==> config.mk <==
export PLATFORM = sky130hd
export DESIGN_NAME = thor_decode_stage
export DESIGN_NICKNAME = d
export VERILOG_FILES = /design/src/source/thor_decode_pkg.sv /design/src/source/thor_decode_stage.sv /design/src/source/thor_decode_rs.sv /design/src/source/thor_decode_rt.sv /design/src/source/thor_decode_cfg.sv
export VERILOG_INCLUDE_DIRS = /design/src /design/src/source
export SDC_FILE = /design/constraint.sdc
export NUM_CORES = 1
export LEC_CHECK = 0
export ABC_CLOCK_PERIOD_IN_PS = 1200
export BUFFER_PORTS_ARGS = -buffer_cell sky130_fd_sc_hd__buf_2
export CORE_MARGIN = 3
export CORE_UTILIZATION = 39
export DETAILED_ROUTE_END_ITERATION = 8
export PLACE_DENSITY = 0.77
export REMOVE_ABC_BUFFERS = 1
export SLEW_MARGIN = 20
export SYNTH_ARGS = -nofsm -noshare
export SYNTH_HDL_FRONTEND = slang
export SYNTH_SLANG_ARGS = --single-unit
==> constraint.sdc <==
create_clock -name clk -period 1.2 [get_ports clk]
set_input_delay 0.06 -clock clk [delete_from_list [all_inputs] [get_ports clk]]
set_output_delay 0.06 -clock clk [all_outputs]
set_load 0.005 [all_outputs]
==> src/source/thor_decode_defines.svh <==
// ====================
// Thor decode constants
// Field widths and fixed register numbers of the unified register map
// ====================
`ifndef THOR_DECODE_DEFINES_SVH
`define THOR_DECODE_DEFINES_SVH

// Word and register widths
`define THOR_ISN_W	64	// Instruction word
`define THOR_REG_W	7	// Unified register number

// Register class bases
// 0..31 GPR, 32..47 PR, 48..50 LR, 64..95 FPR, 96..127 VR
`define THOR_PR_BASE	32	// Predicate registers
`define THOR_LR0	48	// First link register
`define THOR_FPR_BASE	64	// Float registers
`define THOR_VR_BASE	96	// Vector registers

// Fixed targets
`define THOR_RTD_REG	31	// Written by RTD

`endif
==> src/source/thor_decode_pkg.sv <==
// ====================
// Thor decode types
// Opcodes, FLT2 function codes, register number and the
// instruction word with its generic and branch views
// ====================
`include "thor_decode_defines.svh"

package thor_decode_pkg;

	typedef logic [`THOR_REG_W-1:0] reg_num_t;	// Unified register number

	// Opcode subset handled by the stage
	typedef enum logic [6:0] {
		OP_NOP    = 7'h00,
		OP_R2     = 7'h02,
		OP_ADDI   = 7'h04,
		OP_MOV    = 7'h0B,
		OP_FLT2   = 7'h0C,
		OP_PRFILL = 7'h0F,
		OP_JSR    = 7'h20,
		OP_RTX    = 7'h21,	// RTS / RTE / RTD
		OP_BEQ    = 7'h26,
		OP_BNE    = 7'h27,
		OP_BLT    = 7'h28,
		OP_BGE    = 7'h29,
		OP_LDB    = 7'h40,
		OP_LDW    = 7'h41,
		OP_LDO    = 7'h42,
		OP_FLDS   = 7'h44,
		OP_FLDD   = 7'h45,
		OP_STB    = 7'h50,
		OP_STW    = 7'h51,
		OP_STO    = 7'h52
	} opcode_e;

	// FLT2 function field, bits 25:22
	typedef enum logic [3:0] {
		FADD = 4'h4,
		FMUL = 4'h6,
		FCMP = 4'h8,	// Result to a GPR
		FSEQ = 4'hA	// Result to a predicate
	} flt_func_e;

	// Generic format
	typedef struct packed {
		logic [`THOR_ISN_W-33:0] upper;	// 63:32
		logic [2:0] fmt;	// 31:29, 00x selects GPRs
		logic [2:0] sz;	// 28:26
		logic [3:0] func;	// 25:22
		logic [4:0] rb;	// 21:17
		logic [4:0] ra;	// 16:12
		logic [4:0] rt;	// 11:7
		opcode_e opcode;	// 6:0
	} isn_gen_t;

	// Branch and JSR format
	typedef struct packed {
		logic [`THOR_ISN_W-23:0] disp;	// 63:22
		logic [4:0] rb;	// 21:17
		logic [4:0] ra;	// 16:12
		logic [1:0] cnd;	// 11:10
		logic [1:0] lk_lo;	// 9:8
		logic lk_hi;	// 7
		opcode_e opcode;	// 6:0
	} isn_br_t;

	// Same 64 bits, two decodes
	typedef union packed {
		isn_gen_t gen;
		isn_br_t br;
	} isn_u;

endpackage

==> src/source/thor_decode_stage.sv <==
// ====================
// Thor register decode stage
// Captures one instruction per clock, decodes Rt, Ra, Rb and the
// unit-enable trap, one cycle of latency
// ====================
`timescale 1ns/1ps

module thor_decode_stage
(
	input logic clk,
	input logic arst_n,
	input logic isn_valid,	// Strobe with isn
	input thor_decode_pkg::isn_u isn,
	input logic cfg_we,	// Strobe with cfg_wdata
	input logic [1:0] cfg_wdata,
	output logic dec_valid,
	output thor_decode_pkg::reg_num_t rt,
	output thor_decode_pkg::reg_num_t ra,
	output thor_decode_pkg::reg_num_t rb,
	output logic illegal
);

	logic fp_en;
	logic vec_en;
	thor_decode_pkg::reg_num_t rt_d;	// Decoder outputs
	thor_decode_pkg::reg_num_t ra_d;
	thor_decode_pkg::reg_num_t rb_d;
	logic illegal_d;

	// ====================
	// Configuration and decoders
	// ====================
	thor_decode_cfg cfg0
	(
		.clk(clk),
		.arst_n(arst_n),
		.cfg_we(cfg_we),
		.cfg_wdata(cfg_wdata),
		.fp_en(fp_en),
		.vec_en(vec_en)
	);

	thor_decode_rt rt0
	(
		.isn(isn),
		.fp_en(fp_en),	// Enables from before this edge
		.vec_en(vec_en),
		.rt(rt_d),
		.illegal(illegal_d)
	);

	thor_decode_rs rs0
	(
		.isn(isn),
		.ra(ra_d),
		.rb(rb_d)
	);

	// ====================
	// Capture register
	// ====================

	// Instruction decoded as it arrives, results held until the next strobe
	always_ff @(posedge clk or negedge arst_n)
	begin
		if (!arst_n)
		begin
			dec_valid <= 1'b0;
			rt <= '0;
			ra <= '0;
			rb <= '0;
			illegal <= 1'b0;
		end
		else
		begin
			dec_valid <= isn_valid;	// One cycle behind
			if (isn_valid)
			begin
				rt <= rt_d;
				ra <= ra_d;
				rb <= rb_d;
				illegal <= illegal_d;
			end
		end
	end

endmodule

==> src/source/thor_decode_rs.sv <==
// ====================
// Thor source register decode
// Finds the unified Ra and Rb numbers
// ====================
`timescale 1ns/1ps
`include "thor_decode_defines.svh"

module thor_decode_rs
(
	input thor_decode_pkg::isn_u isn,
	output thor_decode_pkg::reg_num_t ra,
	output thor_decode_pkg::reg_num_t rb
);

	logic vec_fmt;	// fmt not 00x

	assign vec_fmt = (isn.gen.fmt[2:1] != 2'b00);

	always_comb
	begin
		ra = '0;
		rb = '0;
		case (isn.gen.opcode)
		thor_decode_pkg::OP_ADDI:
			// Immediate takes the Rb slot
			ra = vec_fmt ? thor_decode_pkg::reg_num_t'(`THOR_VR_BASE + isn.gen.ra)
				: thor_decode_pkg::reg_num_t'(isn.gen.ra);
		thor_decode_pkg::OP_R2:
		begin
			// Same class as Rt
			ra = vec_fmt ? thor_decode_pkg::reg_num_t'(`THOR_VR_BASE + isn.gen.ra)
				: thor_decode_pkg::reg_num_t'(isn.gen.ra);
			rb = vec_fmt ? thor_decode_pkg::reg_num_t'(`THOR_VR_BASE + isn.gen.rb)
				: thor_decode_pkg::reg_num_t'(isn.gen.rb);
		end
		thor_decode_pkg::OP_FLT2:
		begin
			ra = thor_decode_pkg::reg_num_t'(`THOR_FPR_BASE + isn.gen.ra);	// Fa
			rb = thor_decode_pkg::reg_num_t'(`THOR_FPR_BASE + isn.gen.rb);	// Fb
		end
		thor_decode_pkg::OP_LDB,
		thor_decode_pkg::OP_LDW,
		thor_decode_pkg::OP_LDO,
		thor_decode_pkg::OP_FLDS,
		thor_decode_pkg::OP_FLDD:
			ra = thor_decode_pkg::reg_num_t'(isn.gen.ra);	// Base
		thor_decode_pkg::OP_STB,
		thor_decode_pkg::OP_STW,
		thor_decode_pkg::OP_STO:
		begin
			ra = thor_decode_pkg::reg_num_t'(isn.gen.ra);	// Base
			rb = thor_decode_pkg::reg_num_t'(isn.gen.rb);	// Store data
		end
		thor_decode_pkg::OP_BEQ,
		thor_decode_pkg::OP_BNE,
		thor_decode_pkg::OP_BLT,
		thor_decode_pkg::OP_BGE:
		begin
			// Compare operands, branch view
			ra = thor_decode_pkg::reg_num_t'(isn.br.ra);
			rb = thor_decode_pkg::reg_num_t'(isn.br.rb);
		end
		default:
		begin
			ra = '0;
			rb = '0;
		end
		endcase
	end

endmodule

==> src/source/thor_decode_rt.sv <==
// ====================
// Thor target register decode
// Finds the unified Rt number and flags targets in disabled units
// ====================
`timescale 1ns/1ps
`include "thor_decode_defines.svh"

module thor_decode_rt
(
	input thor_decode_pkg::isn_u isn,
	input logic fp_en,
	input logic vec_en,
	output thor_decode_pkg::reg_num_t rt,
	output logic illegal
);

	thor_decode_pkg::reg_num_t rt_raw;	// Before the enable check
	thor_decode_pkg::reg_num_t rt_gpr;
	thor_decode_pkg::reg_num_t rt_fpr;
	thor_decode_pkg::reg_num_t rt_vr;
	thor_decode_pkg::reg_num_t rt_pr;
	logic fp_class;
	logic vec_class;

	// Rt field placed in each class
	assign rt_gpr = thor_decode_pkg::reg_num_t'(isn.gen.rt);
	assign rt_fpr = thor_decode_pkg::reg_num_t'(`THOR_FPR_BASE) + rt_gpr;
	assign rt_vr = thor_decode_pkg::reg_num_t'(`THOR_VR_BASE) + rt_gpr;
	assign rt_pr = thor_decode_pkg::reg_num_t'(`THOR_PR_BASE)
		+ thor_decode_pkg::reg_num_t'(isn.gen.rt[3:0]);	// Only 16 PRs

	// ====================
	// Opcode decode
	// ====================
	always_comb
	begin
		rt_raw = '0;
		case (isn.gen.opcode)
		thor_decode_pkg::OP_ADDI,
		thor_decode_pkg::OP_R2:
			if (isn.gen.fmt[2:1] == 2'b00)
				rt_raw = rt_gpr;	// Scalar
			else
				rt_raw = rt_vr;
		thor_decode_pkg::OP_MOV:
			rt_raw = {isn.gen.rb[1:0], isn.gen.rt};	// Class in bits 18:17
		thor_decode_pkg::OP_FLT2:
			case (thor_decode_pkg::flt_func_e'(isn.gen.func))
			thor_decode_pkg::FADD,
			thor_decode_pkg::FMUL:	rt_raw = rt_fpr;
			thor_decode_pkg::FCMP:	rt_raw = rt_gpr;	// Compare result
			thor_decode_pkg::FSEQ:	rt_raw = rt_pr;
			default:	rt_raw = '0;
			endcase
		thor_decode_pkg::OP_BEQ,
		thor_decode_pkg::OP_BNE,
		thor_decode_pkg::OP_BLT,
		thor_decode_pkg::OP_BGE,
		thor_decode_pkg::OP_JSR:
			// Link select from the branch view
			case ({isn.br.lk_hi, isn.br.lk_lo})
			3'b101:	rt_raw = thor_decode_pkg::reg_num_t'(`THOR_LR0);
			3'b110:	rt_raw = thor_decode_pkg::reg_num_t'(`THOR_LR0 + 1);
			3'b111:	rt_raw = thor_decode_pkg::reg_num_t'(`THOR_LR0 + 2);
			default:	rt_raw = '0;	// No link
			endcase
		thor_decode_pkg::OP_RTX:
			if (isn.gen.rt[3:2] == 2'b10)	// Bits 10:9, RTD
				rt_raw = thor_decode_pkg::reg_num_t'(`THOR_RTD_REG);
		thor_decode_pkg::OP_LDB,
		thor_decode_pkg::OP_LDW,
		thor_decode_pkg::OP_LDO:
			rt_raw = isn.gen.fmt[2] ? rt_vr : rt_gpr;	// Bit 31
		thor_decode_pkg::OP_FLDS,
		thor_decode_pkg::OP_FLDD:
			rt_raw = isn.gen.fmt[2] ? rt_vr : rt_fpr;
		thor_decode_pkg::OP_PRFILL:
			rt_raw = rt_pr;
		default:	// Stores, NOP, unknown
			rt_raw = '0;
		endcase
	end

	// ====================
	// Unit enable check
	// ====================

	// Top two bits give the class, 10 FPR and 11 VR
	assign fp_class = (rt_raw[`THOR_REG_W-1 -: 2] == 2'b10);
	assign vec_class = (rt_raw[`THOR_REG_W-1 -: 2] == 2'b11);

	assign illegal = (fp_class && !fp_en) || (vec_class && !vec_en);
	assign rt = illegal ? '0 : rt_raw;	// No write on a trap

endmodule

==> src/source/thor_decode_cfg.sv <==
// ====================
// Thor decode unit enables
// FP and vector enable flops, loaded by a write strobe
// ====================
`timescale 1ns/1ps

module thor_decode_cfg
(
	input logic clk,
	input logic arst_n,
	input logic cfg_we,	// Write strobe
	input logic [1:0] cfg_wdata,	// Bit 0 FP, bit 1 vector
	output logic fp_en,
	output logic vec_en
);

	// ====================
	// Enable flops
	// ====================

	// Both units come up enabled
	always_ff @(posedge clk or negedge arst_n)
	begin
		if (!arst_n)
		begin
			fp_en <= 1'b1;
			vec_en <= 1'b1;
		end
		else if (cfg_we)
		begin
			fp_en <= cfg_wdata[0];	// FP unit
			vec_en <= cfg_wdata[1];	// Vector unit
		end
	end

	// New value seen by instructions
	// captured after the write edge

endmodule

Yosys cells after proc, flatten, opt, wreduce, memory -nomap -nowiden
Cells that the tools add are included.
W data, S select, Z words.
{ "totals": {"regBits": 25, "out_inout_bits": 23} }
{ "classes": {"add_sub_neg": 7, "eq_ne": 29, "muxes": 12, "n_reduce_logical": 14} }
{ "op_table": {"columns": ["op", "n"], "rows": [
  ["$pmux W7 S3", 3],
  ["$eq A7 B7 Y1 const B", 8],
  ["$pmux W7 S8", 1],
  ["$eq A7 B6 Y1 const B", 6],
  ["$mux W7", 6],
  ["$add A7 B5 Y7 const A", 5],
  ["$eq A7 B4 Y1 const B", 3],
  ["$pmux W6 S3", 1],
  ["$reduce_or A12 Y1", 1],
  ["$eq A3 B3 Y1 const B", 3],
  ["$eq A4 B3 Y1 const B", 2],
  ["$eq A4 B4 Y1 const B", 2],
  ["$add A6 B4 Y7 const A", 1],
  ["$add A6 B6 Y7 const A", 1],
  ["$eq A7 B2 Y1 const B", 1],
  ["$eq A7 B3 Y1 const B", 1],
  ["$reduce_or A7 Y1", 1],
  ["$eq A2 B2 Y1 const B", 3],
  ["$reduce_or A2 Y1", 3],
  ["$mux W5", 1],
  ["$reduce_or A5 Y1", 1],
  ["$reduce_or A3 Y1", 1],
  ["$logic_and A1 B1 Y1", 2],
  ["$logic_not A1 Y1", 2],
  ["other kinds (3)", 3]
]} }

Logic depth before layout (Yosys ltp)
Gate-level depths: netlist of the first run.
{ "logic_depth": {"word_depth": 8, "mapped_depth": 8} }

Cells and area by module
A second synthesis of the first run with hierarchy kept.
{ "unflattened": {"cells_unflattened": 181, "area_unflattened_um2": 1781.7} }
{ "by_module_without_submodules": {"columns": ["module", "n_inst", "cells_each", "area_each_um2", "seq_area_each_um2"], "rows": [
  ["thor_decode_stage", 1, 47, 845.8, 575.6],
  ["thor_decode_rt", 1, 78, 501.7, 0.0],
  ["thor_decode_rs", 1, 52, 359.1, 0.0],
  ["thor_decode_cfg", 1, 4, 75.1, 52.6]
]} }

Worst setup path after synthesis of the first run
No wires, ideal clock.
{ "synth_path": {"path_kind": "input port to flip-flop", "startpoint": "input port isn[0] (netlist name)", "endpoint": "register illegal", "setup_ns": 0.125, "arrival_ns": 1.629, "slack_ns": -0.553, "cell_stages": 7, "path_cell_list": "buf_2 nor2b_1 o31ai_1 nand2_1 o31ai_2 mux2_4 mux2_2"} }
{ "synth_via": {"elab_chain_len": 6, "word_cells_on_any_way": 26, "classes_between": "eq/ne: 18; mux: 1; reduce/logical: 7"} }
{ "synth_rtl": {"columns": ["element", "line", "text"], "rows": [
  ["start, declared", "thor_decode_stage.sv:13", "input thor_decode_pkg::isn_u isn,"],
  ["$eq A7 B6 Y1 (tied with other cells)", "thor_decode_rt.sv:38", "case (isn.gen.opcode)"],
  ["$reduce_or A5 Y1 (tied with other cells)", "thor_decode_rt.sv:38", null],
  ["$pmux W7 S8 *", "thor_decode_rt.sv:38", null],
  ["$eq A2 B2 Y1, on equally long branches", "thor_decode_rt.sv:89, thor_decode_rt.sv:90", null],
  ["$logic_and A1 B1 Y1", "thor_decode_rt.sv:92", "assign illegal = (fp_class && !fp_en) || (vec_class && !vec_en);"],
  ["$logic_or A1 B1 Y1 *", "thor_decode_rt.sv:92", null],
  ["end signal, assigned", "thor_decode_stage.sv:82", "illegal <= illegal_d;"],
  ["end, declared", "thor_decode_stage.sv:20", "output logic illegal"]
]} }
Mark *: on every way between the ends. The rest lies on a longest branch, timed or not.
A chain may end at the register's enable or synchronous reset.

Final worst setup path of the first run
Ends and elaborated chain as after synthesis.

==> impl_table.tex, run 1 <==
\begin{tabular}{lr}
\hline
Metric & Value \\
\hline
\multicolumn{2}{l}{\textbf{Critical path}} \\
\quad Highest net fanout along the worst path & 6 \\
\quad Cells on worst reg2reg path & 3 \\
\quad Worst path arrival time & 1.67 ns \\
\quad Endpoint required time on the critical path & 1.35 ns \\
\quad Reg2Reg Setup Slack & -0.11 ns \\
\quad Critical path class & in -> reg \\
\quad CP startpoint kind & primary input \\
\quad Worst R2R Start & cfg0.fp\_en \\
\quad Endpoint type of the worst setup path & register \\
\quad Critical register-to-register path endpoint & illegal \\
\multicolumn{2}{l}{\textbf{Detailed routing}} \\
\quad Number of vias in the routed layout & 1,718 \\
\quad Met2 WL post-DR & around 2600 um \\
\quad Post-route DRC violation count & 0 \\
\quad Vias/cell & 5.47 \\
\quad Total length of routed met3 wires & around 350 um \\
\quad Routed wire per std cell & 16.3 um \\
\quad Met1 routed wirelength after detailed routing & around 2100 um \\
\quad Drt total wl & 5120 um \\
\quad First drt pass iteration count & 4 \\
\quad Initial detailed-routing violation count & 112 \\
\quad Highest metal layer used by the detailed router & met4 \\
\quad Antenna Violating Nets Remaining & 0 \\
\multicolumn{2}{l}{\textbf{Floorplanning}} \\
\quad X dimension of the die & 68.5 um \\
\quad Num rows & 22 \\
\quad Vert. Die Dim & 68.5 um \\
\quad \# IOs & 93 \\
\quad Effective utilization at floorplan & 0.409 \\
\quad Area of the core region & 3720 um2 \\
\quad Die Footprint & between 4000 and 5000 um2 \\
\multicolumn{2}{l}{\textbf{Pwr}} \\
\quad Leakage dissipation & roughly 1.2 nW \\
\quad Final Power & 0.00192 W \\
\quad Cell area power density & 766 nW/um2 \\
\quad Max rail drop VDD & 0.726 mV \\
\multicolumn{2}{l}{\textbf{STA}} \\
\quad Tmin final & 1.52 ns \\
\quad Final setup margin & -0.319 ns \\
\quad Max-slew violation total from the final report & 0 \\
\quad Setup clock skew after layout & 0.000367 ns \\
\quad Headroom to the max-slew limit & 0.645 \\
\quad F\_max & 658 MHz \\
\quad Setup repair after global routing missed its margin & yes \\
\quad Number of setup violations in the final report & 8 \\
\quad Final period utilization & 1.27 \\
\quad Final number of hold-violating endpoints & 0 \\
\quad Worst Max-Slew Pin Slew & 0.533 ns \\
\multicolumn{2}{l}{\textbf{Placed design}} \\
\quad Instance count after placement with tap cells included & 301 \\
\quad Detail Placement HPWL & 3590 um \\
\quad Final weighted congestion in routability-driven placement & 0.895 \\
\quad Port Buf Inserts & 56 \\
\quad Dpl ws & -0.692 ns \\
\multicolumn{2}{l}{\textbf{Min path}} \\
\quad Worst min-delay path category & in -> reg \\
\quad Worst hold path stage count & 2 \\
\quad Beginning of the worst hold path & isn[20] \\
\quad Endpoint, Worst Hold & rb[3] \\
\multicolumn{2}{l}{\textbf{Finish}} \\
\quad N\_diodes & 0 \\
\quad Commonest cells after routing, fill and taps aside & sky130\_fd\_sc\_hd\_\_buf\_2, sky130\_fd\_sc\_hd\_\_buf\_4, sky130\_fd\_sc\_hd\_\_dfrtp\_1 \\
\quad Share of the core filled with cells in the final layout & 0.674 \\
\quad Number of filler cells placed in the layout & around 290 \\
\quad Post-route non-filler standard cell count & 314 \\
\quad Share of layout cells above drive strength 1 & 0.579 \\
\quad Area growth from synthesis to layout & 64.6\% \\
\quad Most common cell after layout, fill and taps aside & sky130\_fd\_sc\_hd\_\_buf\_2 \\
\quad Post-layout nets & 337 \\
\multicolumn{2}{l}{\textbf{Global routing}} \\
\quad GRT Util Overall & 0.216 \\
\quad Global-route wire length before repair & 7780 um \\
\quad Via count of the first global-routing pass & 1,723 \\
\quad Remaining Overflow, GRT & 0 \\
\quad Initial antenna violation count & 0 \\
\quad Pin count of the biggest net entering global routing & 26 \\
\multicolumn{2}{l}{\textbf{Clock tree}} \\
\quad CTS max path bufs & 2 \\
\quad Clock tree from TritonCTS & done \\
\quad Inserted Clock Buffers & 3 \\
\quad Number of H-tree branching levels & 1 \\
\quad Worst-path clk slew & 0.09 ns \\
\quad Clock sink count & 25 \\
\quad Clk Latency, worst-skew pair & 0.26 ns \\
\quad Clock tree root buffer cell & sky130\_fd\_sc\_hd\_\_clkbuf\_8 \\
\multicolumn{2}{l}{\textbf{Yosys}} \\
\quad Register area share after synthesis & 0.413 \\
\quad Top FF cell, synth & sky130\_fd\_sc\_hd\_\_dfrtp\_1 \\
\quad Synth Instances & 164 \\
\quad Number of enable flip-flop cells after synthesis & 0 \\
\quad Mean instance size in the synthesized netlist & 9.28 um2 \\
\quad Post-Synthesis Cell Area & 1520 um2 \\
\quad FFs w/ async S/R, synth & 1.00 \\
\quad Synth Register Bits & 25 \\
\quad Netlist cell types & 48 \\
\quad Synth Warn \# & 0 \\
\multicolumn{2}{l}{\textbf{Run}} \\
\quad Maxcap violations & 0 \\
\multicolumn{2}{l}{\textbf{Status}} \\
\quad Outcome & finished with violations \\
\quad Violated checks & setup timing \\
\hline
\end{tabular}
-- synthesized netlist by cell type (all sizes together) (3+ instances only) --
cell type	instances	area (um2)
nand2	8	30.0
o2bb2ai	6	52.6
o31ai	4	35.0
nor2b	7	43.8
mux2	6	71.3
a32oi	3	26.3
buf	8	43.8
dfrtp	23	576
o32ai	6	52.6
a21oi	6	30.0
nor2	14	52.6
a22o	5	43.8
clkbuf	4	15.0
o21ai	10	50.1
inv	15	56.3
-- flip-flops by register name (all words and copies together) (netlist names) --
name,flops
ra,7
rb,7
rt,7
cfg0.fp_en,1
cfg0.vec_en,1
dec_valid,1
illegal,1
-- routing by layer --
| layer | track usage | vias to the layer above |
|---|---|---|
| met4 | 0.0347 | 0 |
| met2 | 0.386 | 70 |
| met5 | 0 | - |
| li1 | - | 813 |
| met3 | 0.0591 | 12 |
| met1 | 0.261 | 823 |
-- cell families (layout without fill, tap and decap cells) --
group | Yosys count | after routing | synth area share
buffers and inverters | 27 | 129 | 0.0757
AO/OA/AOI/OAI | 57 | 57 | 0.285
flip-flops | 25 | 25 | 0.413
multiplexers | 8 | 8 | 0.0600
AND/OR/NAND/NOR | 46 | 46 | 0.161
XOR/XNOR | 1 | 1 | 0.00576
-- stage by stage --
stage | setup TNS, ns | cell area (um2) | hold WS (ns)
2_1_floorplan | -2.42 | 1460 | -0.236
3_3_place_gp | -8.97 | 2140 | 0.0674
3_5_place_dp | -9.37 | 2140 | 0.0690
4_1_cts | -1.63 | 2380 | 0.00323
5_1_grt | -2.17 | 2500 | 0.00195
6_report | -1.87 | 2500 | 0.00244
-- cell type report --
class | count | area (um2) | area share
inverter | 15 | 56.3 | 0.0225
tap | 48 | 60.1 | 0.0240
clock inverter | 1 | 7.51 | 0.00300
timing repair buffer | 110 | 751 | 0.300
multi-input combinational | 112 | 961 | 0.384
clock buffer | 3 | 41.3 | 0.0165
sequential | 25 | 628 | 0.251
-- report_power, final --
part	internal (W)	switching, W	total (W)
registers	0.000874	0.0000160	0.000890
clock network	0.000235	0.000264	0.000499
logic	0.000276	0.000253	0.000529
-- repair_timing --
action	CTS	global route
pin swaps	12	11
endpoints found under the setup margin	19	19
hold buffers	1	0
setup buffers	6	3
endpoints found under the hold margin	23	0
resized for setup	35	19
-- worst max path at each step --
| stage | start | to | slack [ns] | cells past startpoint |
|---|---|---|---|---|
| 6_report | isn[0] | illegal | -0.32 | 7 |
| 5_1_grt | isn[3] | rt[3] | -0.36 | 8 |
| 4_1_cts | isn[0] | illegal | -0.26 | 7 |
| 3_5_place_dp | isn[0] | rt[0] | -0.69 | 7 |
| 3_3_place_gp | isn[0] | illegal | -0.65 | 7 |
| 2_1_floorplan | isn[3] | illegal | -0.41 | 6 |
-- worst max-delay path, stage by stage --
cell and delay, ns:
sky130_fd_sc_hd__buf_8 0.11, sky130_fd_sc_hd__and3b_1 0.19, sky130_fd_sc_hd__and3_4 0.16, sky130_fd_sc_hd__a222oi_1 0.35, sky130_fd_sc_hd__o31ai_2 0.15, sky130_fd_sc_hd__mux2_4 0.37, sky130_fd_sc_hd__mux2_4 0.27
(Power assumes the default switching activity.)
==> run 2: changes to the inputs <==
- MAX_ROUTING_LAYER: default -> met4
==> run 2 against run 1 <==
The flow still finishes with violations (setup timing). Non-clock buffer count shrank 3. Maximum frequency down 1.8%. Hold slack better by 0.014 ns. Routed wire length increased by 0.84%. Flip-flop and latch count unchanged. Worst setup slack lost 0.028 ns. Sequential power about the same. Power down 0.20%. Utilization up 1.0 points. Register-to-register slack worse by 0.03 ns. Via count hardly changed. Die area unchanged. Largest power group unchanged.
==> impl_table.tex, run 2 (synthesis results as in run 1) <==
\begin{tabular}{lr}
\hline
Metric & Value \\
\hline
\multicolumn{2}{l}{\textbf{Critical path}} \\
\quad Critical path class & in -> reg \\
\quad Endpoint type of the worst setup path & register \\
\quad Critical path buffer and inverter count & 1 (unchanged) \\
\quad Worst path arrival time & 1.71 ns (+0.04 ns) \\
\quad Cell at the slowest stage of the critical path & sky130\_fd\_sc\_hd\_\_mux2\_4 \\
\quad Critical path launch point & isn[0] \\
\quad Worst R2R Start & cfg0.fp\_en \\
\quad Critical register-to-register path endpoint & rt[1] \\
\quad Sequence of cells on the critical path & buf\_8 > and3b\_1 > and3\_4 > a222oi\_1 > o31ai\_2 > mux2\_4 > o32ai\_1 \\
\quad Reg2Reg Setup Slack & -0.14 ns (-0.03 ns) \\
\quad Slowest Stage Delay on Critical Path & 0.38 ns (about the same) \\
\quad Highest net fanout along the worst path & 6 (unchanged) \\
\quad CP startpoint kind & primary input \\
\quad Depth of the critical timing path with buffers and inverters included & 7 (unchanged) \\
\quad Family with the most delay on the worst path & compound AO/OA/AOI/OAI gates \\
\quad Endpoint required time on the critical path & 1.37 ns (+0.02 ns) \\
\quad Cells on worst reg2reg path & 3 (unchanged) \\
\quad Capturing instance or port of the critical path & rt[1] \\
\multicolumn{2}{l}{\textbf{Pwr}} \\
\quad Max rail drop VDD & 0.735 mV (+1.3\%) \\
\quad Leakage dissipation & 1.23 nW (+0.89\%) \\
\quad Cell area power density & 753 nW/um2 (-1.7\%) \\
\quad Final Power & 0.00191 W (-0.20\%) \\
\multicolumn{2}{l}{\textbf{STA}} \\
\quad F\_max & 646 MHz (-1.8\%) \\
\quad Tmin final & 1.55 ns (+0.0276 ns) \\
\quad Number of setup violations in the final report & 9 (+1) \\
\quad Final period utilization & 1.29 (+0.0230) \\
\quad Headroom to the max-slew limit & 0.635 (-0.0104) \\
\quad Setup repair after global routing missed its margin & yes \\
\quad Max-slew violation total from the final report & 0 (unchanged) \\
\quad Final number of hold-violating endpoints & 0 (unchanged) \\
\quad Final setup margin & -0.347 ns (-0.0276 ns) \\
\quad Setup TNS & -2.19 ns (-0.320 ns) \\
\quad Setup clock skew after layout & 0.000501 ns (+0.000134 ns) \\
\quad Worst Max-Slew Pin Slew & 0.548 ns (+0.0155 ns) \\
\multicolumn{2}{l}{\textbf{Floorplanning}} \\
\quad \# IOs & 93 (unchanged) \\
\quad Effective utilization at floorplan & 0.409 (unchanged) \\
\quad X dimension of the die & 68.5 um (unchanged) \\
\quad Num rows & 22 (unchanged) \\
\quad Area of the core region & 3720 um2 (unchanged) \\
\quad Vert. Die Dim & 68.5 um (unchanged) \\
\quad Die Footprint & 4690 um2 (unchanged) \\
\multicolumn{2}{l}{\textbf{Status}} \\
\quad Outcome & finished with violations \\
\quad Violated checks & setup timing \\
\multicolumn{2}{l}{\textbf{Finish}} \\
\quad Share of the core filled with cells in the final layout & 0.685 (+0.0104) \\
\quad Top flop regs & ra (7), rb (7), rt (7) \\
\quad Post-layout nets & 334 (-0.89\%) \\
\quad Commonest cells after routing, fill and taps aside & sky130\_fd\_sc\_hd\_\_buf\_2, sky130\_fd\_sc\_hd\_\_buf\_4, sky130\_fd\_sc\_hd\_\_dfrtp\_1 \\
\quad Post-route non-filler standard cell count & 311 (-0.96\%) \\
\quad Most common cell after layout, fill and taps aside & sky130\_fd\_sc\_hd\_\_buf\_2 \\
\quad N\_diodes & 0 (unchanged) \\
\quad Share of layout cells above drive strength 1 & 0.551 (-0.0276) \\
\quad Area growth from synthesis to layout & 67.2\% \\
\quad Number of filler cells placed in the layout & 282 (-1.4\%) \\
\multicolumn{2}{l}{\textbf{Detailed routing}} \\
\quad Initial detailed-routing violation count & 90 (-20\%) \\
\quad Number of vias in the routed layout & 1,719 (+0.058\%) \\
\quad Drt total wl & 5160 um (+0.84\%) \\
\quad Routed wire per std cell & 16.6 um (+1.8\%) \\
\quad Antenna Violating Nets Remaining & 0 (unchanged) \\
\quad Post-route DRC violation count & 0 (unchanged) \\
\quad Vias/cell & 5.53 (+1.0\%) \\
\quad First drt pass iteration count & 6 (+2) \\
\multicolumn{2}{l}{\textbf{Clock tree}} \\
\quad Clock sink count & 25 (unchanged) \\
\quad CTS max path bufs & 2 (unchanged) \\
\quad Inserted Clock Buffers & 3 (unchanged) \\
\quad Worst-path clk slew & 0.09 ns (about the same) \\
\quad Clock tree from TritonCTS & done \\
\quad Clock tree root buffer cell & sky130\_fd\_sc\_hd\_\_clkbuf\_8 \\
\quad Clk Latency, worst-skew pair & 0.27 ns (about the same) \\
\quad Number of H-tree branching levels & 1 (unchanged) \\
\multicolumn{2}{l}{\textbf{Global routing}} \\
\quad Remaining Overflow, GRT & 0 (unchanged) \\
\quad Pin count of the biggest net entering global routing & 26 (unchanged) \\
\quad Via count of the first global-routing pass & 1,573 (-8.7\%) \\
\quad Global-route wire length before repair & 7470 um (-4.0\%) \\
\quad Initial antenna violation count & 0 (unchanged) \\
\quad GRT Util Overall & 0.216 (-0.000369) \\
\multicolumn{2}{l}{\textbf{Min path}} \\
\quad Worst hold path stage count & 3 (+1) \\
\quad Worst min-delay path category & in -> reg \\
\multicolumn{2}{l}{\textbf{Placed design}} \\
\quad Instance count after placement with tap cells included & 294 (-2.3\%) \\
\quad Detail Placement HPWL & 3410 um (-5.0\%) \\
\quad Final weighted congestion in routability-driven placement & 0.971 (+8.5\%) \\
\quad Port Buf Inserts & 56 (unchanged) \\
\multicolumn{2}{l}{\textbf{Run}} \\
\quad Maxcap violations & 0 (unchanged) \\
\hline
\end{tabular}
## run 2: worst min-delay path: cells and delay by family
family                 cells  cell delay [ns]
buffers and inverters      2             0.13
AOI/OAI and AO/OA          1             0.05
## run 2: worst min path at each step
stage / from / to
final: isn[14] / ra[2]
after global routing: isn[15] / ra[3]
after CTS: isn[19] / rb[2]
after detailed placement: arst_n / rb[3]
after global placement: arst_n / rt[1]
after floorplan: arst_n / dec_valid
## run 2: stage by stage
| step | hold slack (ns) | setup slack, ns | cell area, um2 |
|---|---|---|---|
| after CTS | 0.00288 | -0.248 | 2330 |
| after global placement | 0.0607 | -0.641 | 2090 |
| final | 0.0164 | -0.347 | 2540 |
| after detailed placement | 0.0826 | -0.659 | 2090 |
| after floorplan | -0.236 | -0.410 | 1460 |
| after global routing | 0.00775 | -0.397 | 2540 |
## run 2: cell type report
type,instances,area [um2],area share
Sequential cell,25,628,0.247
Multi-Input combinational cell,112,983,0.387
Inverter,15,56.3,0.0221
Timing Repair Buffer,107,771,0.303
Clock buffer,4,45.0,0.0177
Tap cell,48,60.1,0.0236
## run 2: power by group
part | switching (W) | total, W | internal [W] | leakage, nW
clock | 0.000249 | 0.000486 | 0.000237 | 0.0228
sequential | 0.0000156 | 0.000890 | 0.000874 | 0.336
combinational | 0.000258 | 0.000538 | 0.000281 | 0.875
total | 0.000523 | 0.00191 | 0.00139 | 1.23
## run 2: timing repair
| action | in CTS | in global routing |
|---|---|---|
| hold buffers | 1 | 2 |
| endpoints found under the setup margin | 15 | 18 |
| buffers inserted | 6 | 6 |
| gates cloned | 1 | 0 |
| gates resized for setup | 28 | 30 |
| hold endpoints to repair | 23 | 2 |
| pin swaps | 6 | 6 |
## run 2: layer usage
layer  global-route usage  part of all wire  wire, um
met1                0.272              0.42      2180
met2                0.366              0.51      2640
met3               0.0378             0.059       306
met4               0.0372            0.0066        34
met5                    -                 0         0
